## config.mk

```make
export PLATFORM = sky130hd
export DESIGN_NAME = chan_fifo
export DESIGN_NICKNAME = d
export VERILOG_FILES = /design/src/chan_fifo.sv
export SDC_FILE = /design/constraint.sdc
export NUM_CORES = 1
export LEC_CHECK = 0
export BUFFER_PORTS_ARGS = -buffer_cell sky130_fd_sc_hd__buf_2
export CAP_MARGIN = 20
export CORE_AREA = 10 10 47 49
export CTS_CLUSTER_DIAMETER = 120
export DETAILED_ROUTE_END_ITERATION = 16
export DIE_AREA = 0 0 57 59
export PLACE_DENSITY = 0.41
export SLEW_MARGIN = 20
export SYNTH_ARGS = -nofsm -noshare
export SYNTH_HDL_FRONTEND = slang
export SYNTH_SLANG_ARGS = --single-unit
```

## constraint.sdc

```tcl
create_clock -name clk -period 2.7 [get_ports clk]
set_clock_uncertainty 0.1 [all_clocks]
set_input_delay 0.675 -clock clk [delete_from_list [all_inputs] [get_ports clk]]
set_output_delay 0.675 -clock clk [all_outputs]
set_load 0.01 [all_outputs]
```

## src/chan_fifo.sv

```systemverilog
// valid/ready queue for one AXI channel, registered output, no bypass
// a full queue still takes a push in the cycle it is popped
`timescale 1ns/1ps

module chan_fifo #(
   parameter type payload_t = logic,
   parameter int  depth     = 2
) (
   input  logic     clk,
   input  logic     rst,
   input  logic     in_valid,
   input  payload_t in_data,
   output logic     in_ready,
   output logic     out_valid,
   output payload_t out_data,
   input  logic     out_ready
);

   localparam int ptr_w = (depth > 1) ? $clog2(depth) : 1;
   localparam int cnt_w = $clog2(depth + 1);

   payload_t         slots [depth];
   logic [ptr_w-1:0] wr_ptr;
   logic [ptr_w-1:0] rd_ptr;
   logic [cnt_w-1:0] count;
   logic             push;
   logic             pop;

   assign out_valid = (count != '0);
   assign out_data  = slots[rd_ptr];
   assign pop       = out_valid && out_ready;
   assign in_ready  = (count != cnt_w'(depth)) || pop;
   assign push      = in_valid && in_ready;

   always_ff @(posedge clk) begin
      if (push) slots[wr_ptr] <= in_data;
   end

   always_ff @(posedge clk) begin
      if (rst) begin
         wr_ptr <= '0;
         rd_ptr <= '0;
         count  <= '0;
      end else begin
         if (push) wr_ptr <= (wr_ptr == ptr_w'(depth - 1)) ? '0 : wr_ptr + 1'b1;
         if (pop)  rd_ptr <= (rd_ptr == ptr_w'(depth - 1)) ? '0 : rd_ptr + 1'b1;
         count <= count + cnt_w'(push) - cnt_w'(pop);
      end
   end

endmodule

```

==> impl_metrics.py <==
metrics = {
    "logic_synthesis": {
        "synth_warnings": 0,
        "synth_top_cell_area_share_pct": 31.37,
        "synthTopCellsByArea": "dfxtp_1 31%, edfxtp_1 19%, ha_1 7.8%",
        "ys_ff_latch": 7,
        "synth-xor-area-share_pct": 5.490,
        "synth_compound_area_share_pct": 2.353,
        "synth_top_family_by_area": "simple AND/OR/NAND/NOR gates",
        "netlist_area_um2": 319.1,
        "synthCells": 28,
        "synthAdderAreaFrac_pct": 7.843,
        "synth_cell_types": 17,
        "yosysTopAreaCell": "dfxtp_1",
        "synthMuxAreaShare_pct": 8.235,
        "avgSynthCellArea_um2": 11.39,
        "synth-simple-area-share_pct": 24.71,
        "seq_area_frac_synth_pct": 50.20,
        "syn-num-nets": 35,
    },
    "place": {
        "place_area_um2": 374.1,
        "gp_congestion": 0.6967,
        "hpwl_um": 463.4,
        "port_buffers": 7,
    },
    "timing": {
        "period_needed_ps": 2108,
        "hold_viol": 0,
        "rsz0062_at_grt": "no",
        "slew_violations": 0,
        "max_freq_mhz": 474.4,
        "setup_tns_ps": 0,
        "setup_viol": 0,
        "final.period_utilization_pct": 78.07,
        "worstMarginPinSlew_ps": 192.1,
        "timing.slew.headroom_pct": 87.10,
    },
    "worst_setup_path": {
        "crit_required_ps": 1920,
        "critPathSlowestCell": "or3b_4",
        "slowest_delay_ps": 390,
        "worstSetupPathType": "in -> out",
        "path_buf_inv": 2,
        "cp_num_cells": 3,
        "start_kind": "primary input",
        "crit_end": "in_ready",
        "worstPathArrival_ps": 1330,
        "crit_family": "simple AND/OR/NAND/NOR gates",
        "crit_chain": "buf_2 -> or3b_4 -> buf_2",
        "regToRegEndpoint": "count[1]$_SDFF_PP0_",
        "r2r_cells": 8,
        "worst-path-max-fanout": 3,
        "crit_path_start": "out_ready",
        "r2r-start": "count[1]$_SDFF_PP0_",
        "ff2ff_setup_slack_ps": 790,
        "crit_top_cell": "buf_2",
        "end_kind": "output port",
    },
    "hold_path": {
        "hp-class": "reg -> reg",
    },
    "grt": {
        "grtUsageTotal_pct": 3.898,
        "antenna_found_initial": 0,
        "first_global_vias": 232,
        "grt_pass1_wl_um": 966,
        "grt_max_degree": 7,
        "grt-ovfl-total": 0,
    },
    "clock_tree": {
        "cts_root_buffer": "clkbuf_4",
        "numCtsBuffers": 3,
        "cts_tree": "built",
        "clock_latency_ps": 250,
        "cts_sinks": 7,
        "clk_pin_slew_ps": 50,
        "cts_buffer_depth": 2,
        "postCtsHoldBufs": 0,
        "cts-resized-gates": 0,
        "cts_setup_buffers": 0,
        "htree_levels": 1,
    },
    "layout": {
        "area_growth_pct": 25.88,
        "final_common_cell": "buf_2",
        "insertedDiodeCount": 0,
        "nets": 47,
        "seq_area_um2": 160.2,
        "multiInputGateArea_um2": 155.1,
        "drive_gt1_share_pct": 38.46,
        "final_cell_mix": "7 x buf_2, 5 x nor2_1, 5 x dfxtp_1, 3 x clkbuf_4",
        "finalInstanceArea_um2": 401.6,
        "fillCellCount": 157,
    },
    "die": {
        "fp.dieW_um": 57,
        "core_area_mm2": 0.001401,
        "num_rows": 14,
        "start_util_pct": 22.77,
        "chipHeight_um": 59,
        "die-area_mm2": 0.003363,
        "io_pins": 8,
    },
    "pwr": {
        "leakagePower_nw": 0.1877,
        "vdd_drop_max_mv": 0.2966,
        "power.density_mw_per_mm2": 965.4,
        "p_total_mw": 0.3878,
    },
    "routing": {
        "drcViolationCount": 0,
        "routedWlPerCell_um": 10.15,
        "first_pass_iters": 2,
        "viasPerCell": 4.091,
        "vias": 225,
        "wl_um": 558,
        "ant_nets": 0,
        "drt_iter0_drc": 1,
    },
    "flow_run": {
        "maxCapViolCount": 0,
    },
    "status": {
        "outcome": "completed",
    },
}
[layout make-up]
cell class | instances | area share [%]
tap | 16 | 4.984
clock buffer | 3 | 5.607
sequential | 7 | 39.88
multi-input combinational | 20 | 38.63
clock inverter | 1 | 1.246
inverter | 1 | 0.9346
timing repair buffer | 7 | 8.723
[worst min-delay path, delay by kind of cell (launching register included)]
family / cells / cell delay, ps
simple gates: 1 / 80
flops: 1 / 320
xor+xnor: 1 / 90
[worst min path at each step]
stage	end	slack, ps	depth (start not counted)	start
after global routing	rd_ptr$_SDFFE_PP0P_	480	2	rd_ptr$_SDFFE_PP0P_
after CTS	rd_ptr$_SDFFE_PP0P_	420	2	rd_ptr$_SDFFE_PP0P_
after global placement	rd_ptr$_SDFFE_PP0P_	400	2	rd_ptr$_SDFFE_PP0P_
after floorplan	register	380	2	rd_ptr$_SDFFE_PP0P_
final	rd_ptr$_SDFFE_PP0P_	420	2	rd_ptr$_SDFFE_PP0P_
after detailed placement	rd_ptr$_SDFFE_PP0P_	410	2	rd_ptr$_SDFFE_PP0P_
[cell families after synthesis]
family / count (synthesis)
compound gates: 1
xor+xnor: 2
fa+ha+maj: 2
buf+inv: 1
flops: 7
mux: 2
simple gates: 13
[where the power goes]
| part | switching, mW | leakage [nW] | internal, mW |
|---|---|---|---|
| Clock | 0.0400 | 0.0177 | 0.0541 |
| Combinational | 0.0618 | 0.110 | 0.0710 |
| Sequential | 0.0202 | 0.0601 | 0.141 |
[per-stage QoR]
step                      cells  setup WS (ps)  utilization, %  hold WS (ps)
after floorplan              28          570.9               -         380.9
after CTS                    55          586.9           28.66         425.0
after detailed placement     51          388.8           26.70         411.0
after global routing         55          545.1           28.66         477.4
after global placement       51          447.0           26.70         403.9
final                        55          592.2           28.66         417.1
[synthesized netlist by cell type]
cell type	number
ha_1	2
mux2_4	1
or2_1	1
or3b_4	1
mux2_1	1
xnor2_1	1
nor2_1	5
nor3_1	1
inv_1	1
and2_2	1
nand2_4	1
nor2b_1	2
o21a_1	1
edfxtp_1	2
and3_1	1
xor2_1	1
dfxtp_1	5
[metal layers]
layer | wire [µm] | vias to the layer above | track usage, %
li1 | - | 117 | -
met1 | 198 | 100 | 3.106
met2 | 298 | 6 | 6.047
met3 | 54 | 2 | 3.433
met4 | 7 | 0 | 3.020
met5 | 0 | - | 0
(Power assumes the default switching activity.)
