`src/axi_pkg.sv`:
```
// bus-side types for the 64-bit AXI slave; every beat is a full 8-byte word
// no ids and no size field, so narrow transfers are not representable
package axi_pkg;

   localparam int addr_w = 32;
   localparam int data_w = 64;
   localparam int strb_w = data_w / 8;

   typedef logic [addr_w-1:0] axi_addr_t;
   typedef logic [data_w-1:0] axi_data_t;
   typedef logic [strb_w-1:0] axi_strb_t;
   typedef logic [7:0]        axi_len_t;    // beats minus one

   typedef enum logic [1:0] {
      burst_fixed = 2'b00,
      burst_incr  = 2'b01,
      burst_wrap  = 2'b10
   } axi_burst_t;

   typedef enum logic [1:0] {
      resp_okay   = 2'b00,
      resp_decerr = 2'b11
   } axi_resp_t;

   // AW and AR request, size dropped
   typedef struct packed {
      axi_addr_t  addr;
      axi_len_t   len;
      axi_burst_t burst;
   } axi_ax_t;

   typedef struct packed {
      axi_data_t data;
      axi_strb_t strb;
      logic      last;
   } axi_w_t;

   // address of the following beat; wrap is walked like incr
   function automatic axi_addr_t next_beat_addr(input axi_addr_t addr,
                                                input axi_burst_t burst);
      case (burst)
         burst_fixed:            return addr;
         burst_incr, burst_wrap: return addr + strb_w;
         default:                return addr + strb_w;   // reserved code
      endcase
   endfunction

endpackage

```
`src/mem_pkg.sv`:
```
// 4 KiB on-chip window at 0x8000_0000, word addressed, 8 bytes per word
// low three address bits are dropped, unaligned beats hit the containing word
package mem_pkg;

   localparam int mem_words = 512;
   localparam int mem_aw    = $clog2(mem_words);
   localparam int byte_off  = 3;                      // log2 of bytes per word
   localparam axi_pkg::axi_addr_t mem_base = 32'h8000_0000;

   typedef logic [mem_aw-1:0] mem_idx_t;

   function automatic logic in_window(input axi_pkg::axi_addr_t addr);
      axi_pkg::axi_addr_t off;
      off = addr - mem_base;   // below base wraps to a huge offset
      return off < (mem_words << byte_off);
   endfunction

   function automatic mem_idx_t word_idx(input axi_pkg::axi_addr_t addr);
      return addr[byte_off +: mem_aw];
   endfunction

endpackage

```
`src/mem_port_if.sv`:
```
// one SRAM port between a burst controller and the bank
// rdata is registered in the bank and valid the cycle after en
`timescale 1ns/1ps

interface mem_port_if;

   logic                 en;
   logic                 we;      // low on the read port
   mem_pkg::mem_idx_t    idx;
   axi_pkg::axi_data_t   wdata;
   axi_pkg::axi_strb_t   strb;    // byte lanes to merge on write
   axi_pkg::axi_data_t   rdata;

   modport ctrl (
      output en,
      output we,
      output idx,
      output wdata,
      output strb,
      input  rdata
   );

   modport bank (
      input  en,
      input  we,
      input  idx,
      input  wdata,
      input  strb,
      output rdata
   );

endinterface

```
`src/axi_read_ctrl.sv`:
```
// read burst walker: bank read per beat into a registered R slot
// one read in flight plus one held beat; next AR may start on the last issue
`timescale 1ns/1ps

module axi_read_ctrl (
   input  logic               clk,
   input  logic               rst,
   input  logic               ar_valid,
   input  axi_pkg::axi_ax_t   ar_data,
   output logic               ar_pop,
   output logic               rvalid,
   output axi_pkg::axi_data_t rdata,
   output axi_pkg::axi_resp_t rresp,
   output logic               rlast,
   input  logic               rready,
   mem_port_if.ctrl           mem
);

   logic                busy;        // burst being walked
   axi_pkg::axi_addr_t  addr;
   axi_pkg::axi_len_t   remain;
   axi_pkg::axi_burst_t burst;
   logic                pend_valid;  // bank rdata holds an uncaptured beat
   logic                pend_err;
   logic                pend_last;
   logic                slot_free;
   logic                issue;
   logic                last_issue;
   logic                capture;

   assign slot_free  = !rvalid || rready;
   assign issue      = busy && slot_free;
   assign last_issue = issue && (remain == '0);
   assign capture    = pend_valid && slot_free;
   assign ar_pop     = ar_valid && (!busy || last_issue);

   // out-of-window beats skip the bank, data is zeroed at capture
   assign mem.en    = issue && mem_pkg::in_window(addr);
   assign mem.we    = 1'b0;
   assign mem.idx   = mem_pkg::word_idx(addr);
   assign mem.wdata = '0;
   assign mem.strb  = '0;

   always_ff @(posedge clk) begin
      if (rst) begin
         busy       <= 1'b0;
         pend_valid <= 1'b0;
         rvalid     <= 1'b0;
      end else begin
         if (ar_pop)          busy <= 1'b1;
         else if (last_issue) busy <= 1'b0;
         pend_valid <= issue || (pend_valid && !capture);
         if (capture)     rvalid <= 1'b1;
         else if (rready) rvalid <= 1'b0;
      end
   end

   always_ff @(posedge clk) begin
      if (ar_pop) begin
         addr   <= ar_data.addr;
         remain <= ar_data.len;
         burst  <= ar_data.burst;
      end else if (issue) begin
         addr   <= axi_pkg::next_beat_addr(addr, burst);
         remain <= remain - 1'b1;
      end
      if (issue) begin
         pend_err  <= !mem_pkg::in_window(addr);
         pend_last <= (remain == '0);
      end
      if (capture) begin
         rdata <= pend_err ? '0 : mem.rdata;
         rresp <= pend_err ? axi_pkg::resp_decerr : axi_pkg::resp_okay;
         rlast <= pend_last;
      end
   end

endmodule

```
`src/flat_wrapper.sv`:
```
// flat-port wrapper written by rule: the top's interface ports become plain ports
module axi_read_ctrl_flat 
  (clk, rst, ar_valid, ar_data, ar_pop, rvalid, rdata, rresp, rlast, rready, mem_en, mem_we, mem_idx, mem_wdata, mem_strb, mem_rdata);
  mem_port_if mem_i ();
  input  logic clk;
  input  logic rst;
  input  logic ar_valid;
  input  axi_pkg::axi_ax_t ar_data;
  output logic ar_pop;
  output logic rvalid;
  output axi_pkg::axi_data_t rdata;
  output axi_pkg::axi_resp_t rresp;
  output logic rlast;
  input  logic rready;
  output wire logic [$bits(mem_i.en)-1:0] mem_en;
  output wire logic [$bits(mem_i.we)-1:0] mem_we;
  output wire logic [$bits(mem_i.idx)-1:0] mem_idx;
  output wire logic [$bits(mem_i.wdata)-1:0] mem_wdata;
  output wire logic [$bits(mem_i.strb)-1:0] mem_strb;
  input wire logic [$bits(mem_i.rdata)-1:0] mem_rdata;
  assign mem_en = mem_i.en;
  assign mem_we = mem_i.we;
  assign mem_idx = mem_i.idx;
  assign mem_wdata = mem_i.wdata;
  assign mem_strb = mem_i.strb;
  assign mem_i.rdata = mem_rdata;
  axi_read_ctrl u_core (.clk(clk), .rst(rst), .ar_valid(ar_valid), .ar_data(ar_data), .ar_pop(ar_pop), .rvalid(rvalid), .rdata(rdata), .rresp(rresp), .rlast(rlast), .rready(rready), .mem(mem_i));
endmodule
```
`config.mk`:
```
export PLATFORM = sky130hd
export DESIGN_NAME = axi_read_ctrl_flat
export DESIGN_NICKNAME = d
export VERILOG_FILES = /design/src/axi_pkg.sv /design/src/mem_pkg.sv /design/src/mem_port_if.sv /design/src/axi_read_ctrl.sv /design/src/flat_wrapper.sv
export SDC_FILE = /design/constraint.sdc
export NUM_CORES = 1
export LEC_CHECK = 0
export ABC_AREA = 1
export CORE_MARGIN = 3
export CORE_UTILIZATION = 40
export DETAILED_ROUTE_END_ITERATION = 8
export DONT_BUFFER_PORTS = 1
export GPL_TIMING_DRIVEN = 1
export MAX_ROUTING_LAYER = met4
export SLEW_MARGIN = 0
export SYNTH_ARGS = -nofsm -noshare
export SYNTH_HDL_FRONTEND = slang
export SYNTH_SLANG_ARGS = --single-unit
```
`constraint.sdc`:
```
create_clock -name clk -period 5.2 [get_ports clk]
set_clock_uncertainty 0.15 [all_clocks]
set_input_delay 0.78 -clock clk [delete_from_list [all_inputs] [get_ports clk]]
set_output_delay 0.78 -clock clk [all_outputs]
set_load 0.03 [all_outputs]
```
==> results of run 1 <==
-- cell type report --
| type | instances | area [um2] |
|---|---|---|
| timing repair buffer | 4 | 30.0 |
| multi-input combinational | 434 | 1920 |
| clock inverter | 7 | 63.8 |
| clock buffer | 9 | 225 |
| tap | 184 | 230 |
| sequential | 110 | 3270 |
| fill | 1447 | 8490 |
| inverter | 96 | 360 |
-- critical path, delay by kind of cell, from the launching register on --
kind                       cells  cell delay, ns
AOI/OAI and AO/OA              1            0.57
adders and majority gates      1            0.16
buffers and inverters          2            0.21
DFF                            1            0.41
and+or+nand+nor                2            0.26
-- flip-flops by register name, indices dropped and copies added (netlist names), 2 cells and up, named ones only --
| name | count |
|---|---|
| u_core.rdata | 64 |
| u_core.addr | 29 |
| u_core.remain | 8 |
| u_core.burst | 2 |
-- per-stage QoR --
step	hold slack [ns]	std cells	utilization	cell area (um2)	setup slack [ns]
floorplan	0.250	737	-	6260	0.820
global placement	0.255	828	0.399	5810	2.59
detailed placement	0.272	828	0.399	5810	2.53
CTS	0.289	844	0.418	6100	2.27
global route	0.295	844	0.418	6100	2.12
finish	0.279	844	0.418	6100	2.30
-- cell usage in the layout (no fill, tap or decap), types with 2 or more instances in the layout --
cell	Yosys	final
nand2_1	166	166
nor2_1	115	114
edfxtp_1	107	107
inv_1	96	96
conb_1	1	73
nand3_1	21	21
xor2_1	15	15
o21ai_2	9	9
clkbuf_16	0	9
o21ai_0	7	7
xnor2_1	5	5
nand4_1	4	4
buf_4	83	4
a21oi_1	3	3
ha_1	3	3
dfxtp_1	3	3
inv_8	0	3
nor2_4	1	2
nor4_1	2	2
inv_6	0	2
-- kinds of logic after synthesis --
group | share of synthesized area
AOI/OAI and AO/OA | 0.0242
other | 0.000626
and+or+nand+nor | 0.214
DFF | 0.546
adders and majority gates | 0.00627
buffers and inverters | 0.180
xor gates and xnor gates | 0.0292
-- power by group through the flow --
stage	clock network (mW)	logic (mW)	registers, mW
6_report	0.673	0.259	1.16
5_1_grt	0.728	0.293	1.17
4_1_cts	0.697	0.260	1.16
3_5_place_dp	0	0.258	1.18
3_3_place_gp	0	0.254	1.18
2_1_floorplan	0	0.303	1.14
-- worst max path at each step --
stage / start / endpoint / slack, ns / depth (start not counted)
floorplan: rready / u_core.rdata[0]$_SDFFCE_PP0P_ / 0.82 / 3
global placement: rready / u_core.remain[4]$_DFFE_PP_ / 2.59 / 5
detailed placement: rready / u_core.addr[5]$_DFFE_PP_ / 2.53 / 5
CTS: u_core.remain[0]$_DFFE_PP_ / ar_pop / 2.27 / 6
global route: u_core.remain[0]$_DFFE_PP_ / ar_pop / 2.12 / 6
finish: u_core.remain[0]$_DFFE_PP_ / ar_pop / 2.30 / 6
-- routing by layer --
metal / global-route usage / wire length, um
met2: 0.237 / 5960
met1: 0.170 / 4840
met3: 0.0353 / 1030
met5: - / 0
met4: 0.0574 / 229
==> impl_metrics.json, run 1 <==
{
  "die-area_mm2": 0.0165,
  "cts_inserted_buffers": 9,
  "synth_commonest_cells": "nand2_1 (166), nor2_1 (115), edfxtp_1 (107), inv_1 (96), buf_4 (83)",
  "grt_overflow": 0,
  "place_congestion": 0.936,
  "grt_max_degree": 67,
  "reg2reg_from": "u_core.remain[0]$_DFFE_PP_",
  "grt_pass1_vias": 3574,
  "cts_tree": "built",
  "cts_hold_buf": 0,
  "holdPathEnd": "u_core.rlast$_DFFE_PP_",
  "areaGrowthSynthToFinish_pct": 1.86,
  "yosysUniqueCellTypes": 30,
  "dominantRegCellSynth": "edfxtp_1",
  "total_power_mw": 2.09,
  "ctsLongestPathBuffers": 2,
  "routed_wirelength_um": 12100,
  "outcome": "finished clean",
  "cts_sinks": 110,
  "postCtsSetupBuffers": 0,
  "critPathRequiredTime_ns": 4.27,
  "startpoint_type": "flip-flop",
  "antenna_left": 0,
  "syn_area_mm2": 0.00599,
  "min_path_type": "flip-flop to flip-flop",
  "internal_power_mw": 1.45,
  "critPathMostFrequentCell": "inv_1",
  "path_cells": "inv_1 > ha_1 > inv_1 > nor3_4 > nand3_2 > a21oi_4",
  "clk_pin_slew_ns": 0.08,
  "drv_cap": 0,
  "drive_gt1_frac": 0.0576,
  "port_buffers": 0,
  "async_reset_ff_frac": 0,
  "switchingPower_uw": 638,
  "finalCriticalPeriod_ns": 2.90,
  "io_pins": 262,
  "final_max_slew_viol_count": 0,
  "worstMarginPinSlew_ns": 0.793,
  "drtIter0Drc": 242,
  "ir_worst_vdd_v": 0.000162,
  "hold_viol": 0,
  "swShare": 0.305,
  "synth_largest_area_cell": "edfxtp_1",
  "start_util": 0.411,
  "yosysMostFrequentCell": "nand2_1",
  "drc_errors": 0,
  "leakage_nw": 2.67,
  "htree_levels": 3,
  "fin_setup_tns_ns": 0,
  "ys_top_cells_by_area": "edfxtp_1 (54%), buf_4 (10%), nand2_1 (10%)",
  "rsz0062_at_grt": "false",
  "hpwl_um": 9350,
  "reg2reg_slack_ns": 2.59,
  "antenna_found_initial": 0,
  "setup_viol_count_final": 0,
  "firstDrtPassIters": 4,
  "max_stage_delay_ns": 0.57,
  "p_clk_frac": 0.322,
  "period_share": 0.557,
  "p_seq_frac": 0.555,
  "endpoint_kind": "primary output",
  "slew_headroom": 0.472,
  "hp-start": "u_core.pend_last$_DFFE_PP_",
  "cts_root_buffer": "clkbuf_16",
  "grt_first_pass_wirelength_um": 18100,
  "cts.repair.resized": 0,
  "synth_edf_count": 107,
  "fin_nets": 768,
  "reg2reg_depth": 8,
  "criticalPathCategory": "flip-flop to primary output",
  "arrival_ns": 1.97,
  "p_comb_frac": 0.124,
  "critPathMaxFanout": 18,
  "r2r-end": "u_core.addr[5]$_DFFE_PP_",
  "clock_latency_ns": 0.35,
  "core_area_mm2": 0.0146,
  "grt_usage": 0.144,
  "synthCells": 665,
  "seq_area_frac_synth": 0.546,
  "ys.warnings.count": 0,
  "num_antenna_cells": 0,
  "die_w_um": 128,
  "postSynthAreaPerCell_um2": 9.01,
  "cp_slowest_cell": "a21oi_4",
  "rows": 44,
  "wire_per_inst_um": 14.3,
  "synth_seq_cells": 110,
  "min_path_cells": 0,
  "dieHeight_um": 128,
  "fmax_ghz": 0.345,
  "route.vias.total": 3840,
  "synth_top_area_frac": 0.536,
  "viasPerCell": 4.55,
  "power_density_mw_per_mm2": 343
}
No activity file was read; power rests on OpenSTA's default activity.
==> inputs of run 2 (changes only) <==
--- a/config.mk
+++ b/config.mk
@@ -5,7 +5,7 @@
 export SDC_FILE = /design/constraint.sdc
 export NUM_CORES = 1
 export LEC_CHECK = 0
-export ABC_AREA = 1
+export ABC_AREA = 0
 export CORE_MARGIN = 3
 export CORE_UTILIZATION = 40
 export DETAILED_ROUTE_END_ITERATION = 8
==> constraint.sdc (replaced) <==
create_clock -name clk -period 3 [get_ports clk]
set_clock_uncertainty 0.15 [all_clocks]
set_input_delay 0.45 -clock clk [delete_from_list [all_inputs] [get_ports clk]]
set_output_delay 0.45 -clock clk [all_outputs]
set_load 0.03 [all_outputs]
==> impl_metrics.json, run 2 <==
{
  "synthCells": 480,
  "critPathMaxFanout": 43,
  "yosysUniqueCellTypes": 38,
  "switchingPower_mw": 1.01,
  "path_cells": "inv_1 > ha_1 > nor3b_1 > a41oi_2 > inv_1 > buf_4",
  "p_seq_frac": 0.565,
  "final_core_util": 0.429,
  "grt_overflow": 0,
  "startpoint_type": "flip-flop",
  "regMostFlops": "u_core.rdata",
  "dominantRegCellSynth": "edfxtp_1",
  "internal_power_mw": 2.50,
  "grt_usage": 0.136,
  "synth_top_family_by_area": "simple AND/OR/NAND/NOR gates",
  "rows": 42,
  "synth_edf_count": 107,
  "synth_compound_area_frac": 0.0591,
  "ir_worst_vdd_v": 0.000245,
  "largest_reg_flops": 64,
  "fin_setup_tns_ns": 0,
  "setup_viol_count_final": 0,
  "hpwl_um": 8170,
  "clock_latency_ns": 0.35,
  "drive_gt1_frac": 0.0692,
  "htree_levels": 3,
  "ctsLongestPathBuffers": 2,
  "grt_pass1_vias": 2903,
  "synth_top_area_frac": 0.579,
  "postSynthAreaPerCell_um2": 11.6,
  "postCtsSetupBuffers": 0,
  "synth_commonest_cells": "edfxtp_1 (107), buf_4 (83), nor2b_1 (66), nand2_1 (33), nor2_1 (25)",
  "mostFrequentLayoutCells": "edfxtp_1 (107), conb_1 (73), nor2b_1 (66)",
  "worstMarginPinSlew_ns": 0.590,
  "drc_errors": 0,
  "endpoint_kind": "primary output",
  "slew_headroom": 0.605,
  "max_stage_delay_ns": 0.43,
  "dieHeight_um": 124,
  "fin_worst_hold_slack_ns": 0.0216,
  "criticalPathCategory": "flip-flop to primary output",
  "total_power_mw": 3.51,
  "grt_max_degree": 66,
  "die-area_mm2": 0.0153,
  "cts_inserted_buffers": 9,
  "placedCellCount": 638,
  "hold_viol": 0,
  "synth_mux_area_frac": 0,
  "layout_commonest_cell": "edfxtp_1",
  "grt_first_pass_wirelength_um": 15500,
  "place_congestion": 0.764,
  "routed_wirelength_um": 10900,
  "wire_per_inst_um": 16.7,
  "yosysMostFrequentCell": "edfxtp_1",
  "drv_cap": 0,
  "cts_tree": "built",
  "clk_pin_slew_ns": 0.07,
  "synth_seq_cells": 110,
  "critPathMostFrequentCell": "inv_1",
  "areaGrowthSynthToFinish_pct": 3.61,
  "synth-simple-area-share": 0.183,
  "synth-xor-area-share": 0.0300,
  "num-fill-cells": 1259,
  "route.vias.total": 3219,
  "finalCriticalPeriod_ns": 2.71,
  "synth_fa_ha_area_frac": 0.00676,
  "outcome": "finished clean",
  "p_clk_frac": 0.322,
  "period_share": 0.904,
  "core_area_mm2": 0.0134,
  "drtIter0Drc": 196,
  "async_reset_ff_frac": 0,
  "fin_nets": 586,
  "min_path_type": "input pin to flip-flop",
  "port_buffers": 0,
  "cts.repair.resized": 0,
  "cp_slowest_cell": "edfxtp_1",
  "critPathRequiredTime_ns": 2.40,
  "ys.warnings.count": 0,
  "io_pins": 262,
  "top_regs": "u_core.rdata: 64 flops, u_core.addr: 29 flops, u_core.remain: 8 flops",
  "instances_no_fill": 654,
  "antenna_left": 0,
  "cts_root_buffer": "clkbuf_16",
  "fmax_ghz": 0.369,
  "seq_area_frac_synth": 0.590,
  "rsz0062_at_grt": "false",
  "die_w_um": 124,
  "leakage_nw": 1.96,
  "firstDrtPassIters": 4,
  "synth_largest_area_cell": "edfxtp_1",
  "syn_area_mm2": 0.00555,
  "cts_sinks": 110,
  "viasPerCell": 4.92,
  "arrival_ns": 2.11,
  "power_density_mw_per_mm2": 611,
  "start_util": 0.414,
  "cts_hold_buf": 0,
  "p_comb_frac": 0.113,
  "swShare": 0.289,
  "antenna_found_initial": 1,
  "ys_top_cells_by_area": "edfxtp_1 (58%), buf_4 (11%), nor2b_1 (7.4%)",
  "final_max_slew_viol_count": 0
}
run 2: critical path, delay by kind of cell (launching register included):
kind	cells	cell delay (ns)
adders and majority gates	1	0.15
AOI/OAI and AO/OA	1	0.21
and+or+nand+nor	1	0.37
DFF	1	0.43
buffers and inverters	3	0.59
run 2: layout make-up:
type	instances	area (um2)	share of cell area
flip-flops and latches	110	3270	0.569
inverters	9	33.8	0.00588
multi-input cells	332	1830	0.319
clock inverters	6	53.8	0.00936
repair buffers	11	108	0.0187
diodes	1	2.50	0.000435
well taps	176	220	0.0383
clock buffers	9	225	0.0392
run 2: cells by family after synthesis:
logic type | Yosys count
other | 1
AOI/OAI and AO/OA | 56
xor gates and xnor gates | 19
DFF | 110
adders and majority gates | 3
buffers and inverters | 110
and+or+nand+nor | 181
run 2: power groups by stage:
| stage | Combinational [mW] | Clock, mW | Sequential, mW |
|---|---|---|---|
| floorplan | 0.440 | 0 | 1.98 |
| global placement | 0.390 | 0 | 2.02 |
| detailed placement | 0.399 | 0 | 2.02 |
| CTS | 0.400 | 1.17 | 1.98 |
| global route | 0.443 | 1.24 | 2.00 |
| finish | 0.398 | 1.13 | 1.98 |
run 2: worst paths after layout:
check,cells past startpoint,slack (ns),from,endpoint
worst min-delay path,1,0.02,rst,flip-flop
worst min register to register,0,0.27,u_core.pend_last$_DFFE_PP_,u_core.rlast$_DFFE_PP_
worst max-delay path,6,0.29,u_core.remain[0]$_DFFE_PP_,ar_pop
worst max register to register,4,0.48,u_core.addr[6]$_DFFE_PP_,u_core.addr[25]$_DFFE_PP_
run 2: metal layers:
layer / share of wire / up-vias / GRT usage
met3: 0.11 / 11 / 0.0536
met4: 0.0068 / 0 / 0.0353
met2: 0.48 / 173 / 0.216
li1: - / 1527 / -
met5: 0 / - / -
met1: 0.40 / 1508 / 0.163
run 2: stage by stage:
stage               instance area (um2)  worst slack, ns
global route                       5750           0.0655
detailed placement                 5470            0.491
finish                             5750            0.289
floorplan                          5820           0.0297
global placement                   5470            0.547
CTS                                5750            0.219
==> inputs of run 3 (changes only) <==
==> constraint.sdc (replaced) <==
create_clock -name clk -period 2.6 [get_ports clk]
set_clock_uncertainty 0.15 [all_clocks]
set_input_delay 0.39 -clock clk [delete_from_list [all_inputs] [get_ports clk]]
set_output_delay 0.39 -clock clk [all_outputs]
set_load 0.03 [all_outputs]
==> impl_metrics.json, run 3 (synthesis results as in run 2) <==
{
  "outcome": "finished clean",
  "grt_pass1_vias": 3069,
  "final_max_slew_viol_count": 0,
  "cp-startpoint": "u_core.remain[0]$_DFFE_PP_",
  "critPathRequiredTime_ns": 2.06,
  "worstMarginPinSlew_ns": 0.615,
  "grt_first_pass_wirelength_um": 16200,
  "critPathMaxFanout": 43,
  "startpoint_type": "flip-flop",
  "arrival_ns": 1.82,
  "die_w_um": 124,
  "place_congestion": 0.784,
  "hpwl_um": 8200,
  "reg2reg_from": "u_core.addr[3]$_DFFE_PP_",
  "cts_inserted_buffers": 9,
  "slew_headroom": 0.590,
  "dieHeight_um": 124,
  "power_density_mw_per_mm2": 709,
  "min_path_type": "input pin to flip-flop",
  "clock_latency_ns": 0.35,
  "setup_viol_count_final": 0,
  "mostFrequentLayoutCells": "edfxtp_1 (107), conb_1 (73), nor2b_1 (66)",
  "route.vias.total": 3240,
  "top_regs": "u_core.rdata: 64 flops, u_core.addr: 29 flops, u_core.remain: 8 flops",
  "period_share": 0.907,
  "io_pins": 262,
  "drv_cap": 0,
  "ctsLongestPathBuffers": 2,
  "leakage_nw": 2.02,
  "reg2reg_slack_ns": 0.27,
  "hp-start": "ar_valid",
  "viasPerCell": 4.86,
  "holdPathEnd": "u_core.busy$_SDFFE_PP0P_",
  "cts_root_buffer": "clkbuf_16",
  "endpoint_kind": "primary output",
  "p_clk_frac": 0.331,
  "routed_wirelength_um": 11300,
  "swShare": 0.296,
  "firstDrtPassIters": 4,
  "regMostFlops": "u_core.rdata",
  "rsz0062_at_grt": "false",
  "drtIter0Drc": 184,
  "p_comb_frac": 0.125,
  "fin_setup_tns_ns": 0,
  "port_buffers": 0,
  "hold_viol": 0,
  "finalCriticalPeriod_ns": 2.36,
  "grt_max_degree": 67,
  "start_util": 0.414,
  "die-area_mm2": 0.0153,
  "layout_commonest_cell": "edfxtp_1",
  "grt_overflow": 0,
  "clk_pin_slew_ns": 0.08,
  "switchingPower_mw": 1.23,
  "antenna_left": 0,
  "largest_reg_flops": 64,
  "core_area_mm2": 0.0134,
  "num-fill-cells": 1280,
  "grt_usage": 0.141,
  "fmax_ghz": 0.424,
  "ir_worst_vdd_v": 0.000299,
  "wire_per_inst_um": 16.9,
  "reg2reg_depth": 5,
  "rows": 42,
  "antenna_found_initial": 2,
  "p_seq_frac": 0.543,
  "cts_sinks": 110,
  "fin_nets": 596,
  "areaGrowthSynthToFinish_pct": 5.84,
  "dp_worst_setup_slack_ns": 0.200,
  "worst_slack_ns": 0.242,
  "r2r-end": "u_core.addr[25]$_DFFE_PP_",
  "drive_gt1_frac": 0.0861,
  "cts_tree": "built",
  "drc_errors": 0,
  "criticalPathCategory": "flip-flop to primary output",
  "min_path_cells": 2,
  "htree_levels": 3,
  "internal_power_mw": 2.93
}
## run 3: final cells by class
| cell class | instances | area [um2] | area share |
|---|---|---|---|
| repair buffers | 21 | 203 | 0.0345 |
| diodes | 2 | 5.00 | 0.000852 |
| inverters | 9 | 33.8 | 0.00575 |
| well taps | 176 | 220 | 0.0375 |
| clock inverters | 7 | 75.1 | 0.0128 |
| clock buffers | 9 | 225 | 0.0383 |
| flip-flops and latches | 110 | 3270 | 0.557 |
| multi-input cells | 332 | 1840 | 0.313 |
## run 3: what timing repair did
action                                  CTS  global route
endpoints found under the setup margin    1             0
hold endpoints to repair                  5             0
hold buffers                              3             0
gates resized for setup                   1             0
buffers inserted                          1             0
## run 3: worst max path at each step
| stage | endpoint | slack (ns) | depth (start not counted) |
|---|---|---|---|
| after floorplan | ar_pop | 0.14 | 6 |
| after global placement | ar_pop | 0.26 | 6 |
| after detailed placement | u_core.remain[2]$_DFFE_PP_ | 0.20 | 7 |
| after CTS | ar_pop | 0.22 | 6 |
| after global routing | mem_en | 0.09 | 5 |
| final | ar_pop | 0.24 | 6 |
## run 3: critical path, cell delays in order, from the launching register on
cell and delay, ns:
edfxtp_1 0.44, inv_1 0.11, ha_1 0.15, nor3b_2 0.25
a41oi_2 0.16, inv_1 0.13, buf_12 0.22
## run 3: metal layers
metal / track usage / part of all wire / vias up
li1: - / - / 1554
met1: 0.167 / 0.40 / 1502
met2: 0.224 / 0.47 / 176
met3: 0.0550 / 0.12 / 8
met4: 0.0394 / 0.010 / 0
met5: - / 0 / -
## run 3: power groups by stage
stage	Combinational (mW)	Clock, mW	Sequential (mW)
3_3_place_gp	0.505	0	2.29
4_1_cts	0.523	1.42	2.26
6_report	0.522	1.38	2.26
2_1_floorplan	0.509	0	2.28
5_1_grt	0.575	1.49	2.28
3_5_place_dp	0.514	0	2.30
## run 3: through the flow
step                power (mW)  area (um2)  std cells  utilization  hold WS [ns]
floorplan                 2.79        5820        552            -         0.250
global placement          2.80        5530        644        0.412         0.260
detailed placement        2.81        5530        644        0.412         0.287
CTS                       4.20        5870        664        0.438       0.00396
global route              4.35        5870        666        0.438        0.0264
finish                    4.16        5870        666        0.438        0.0136
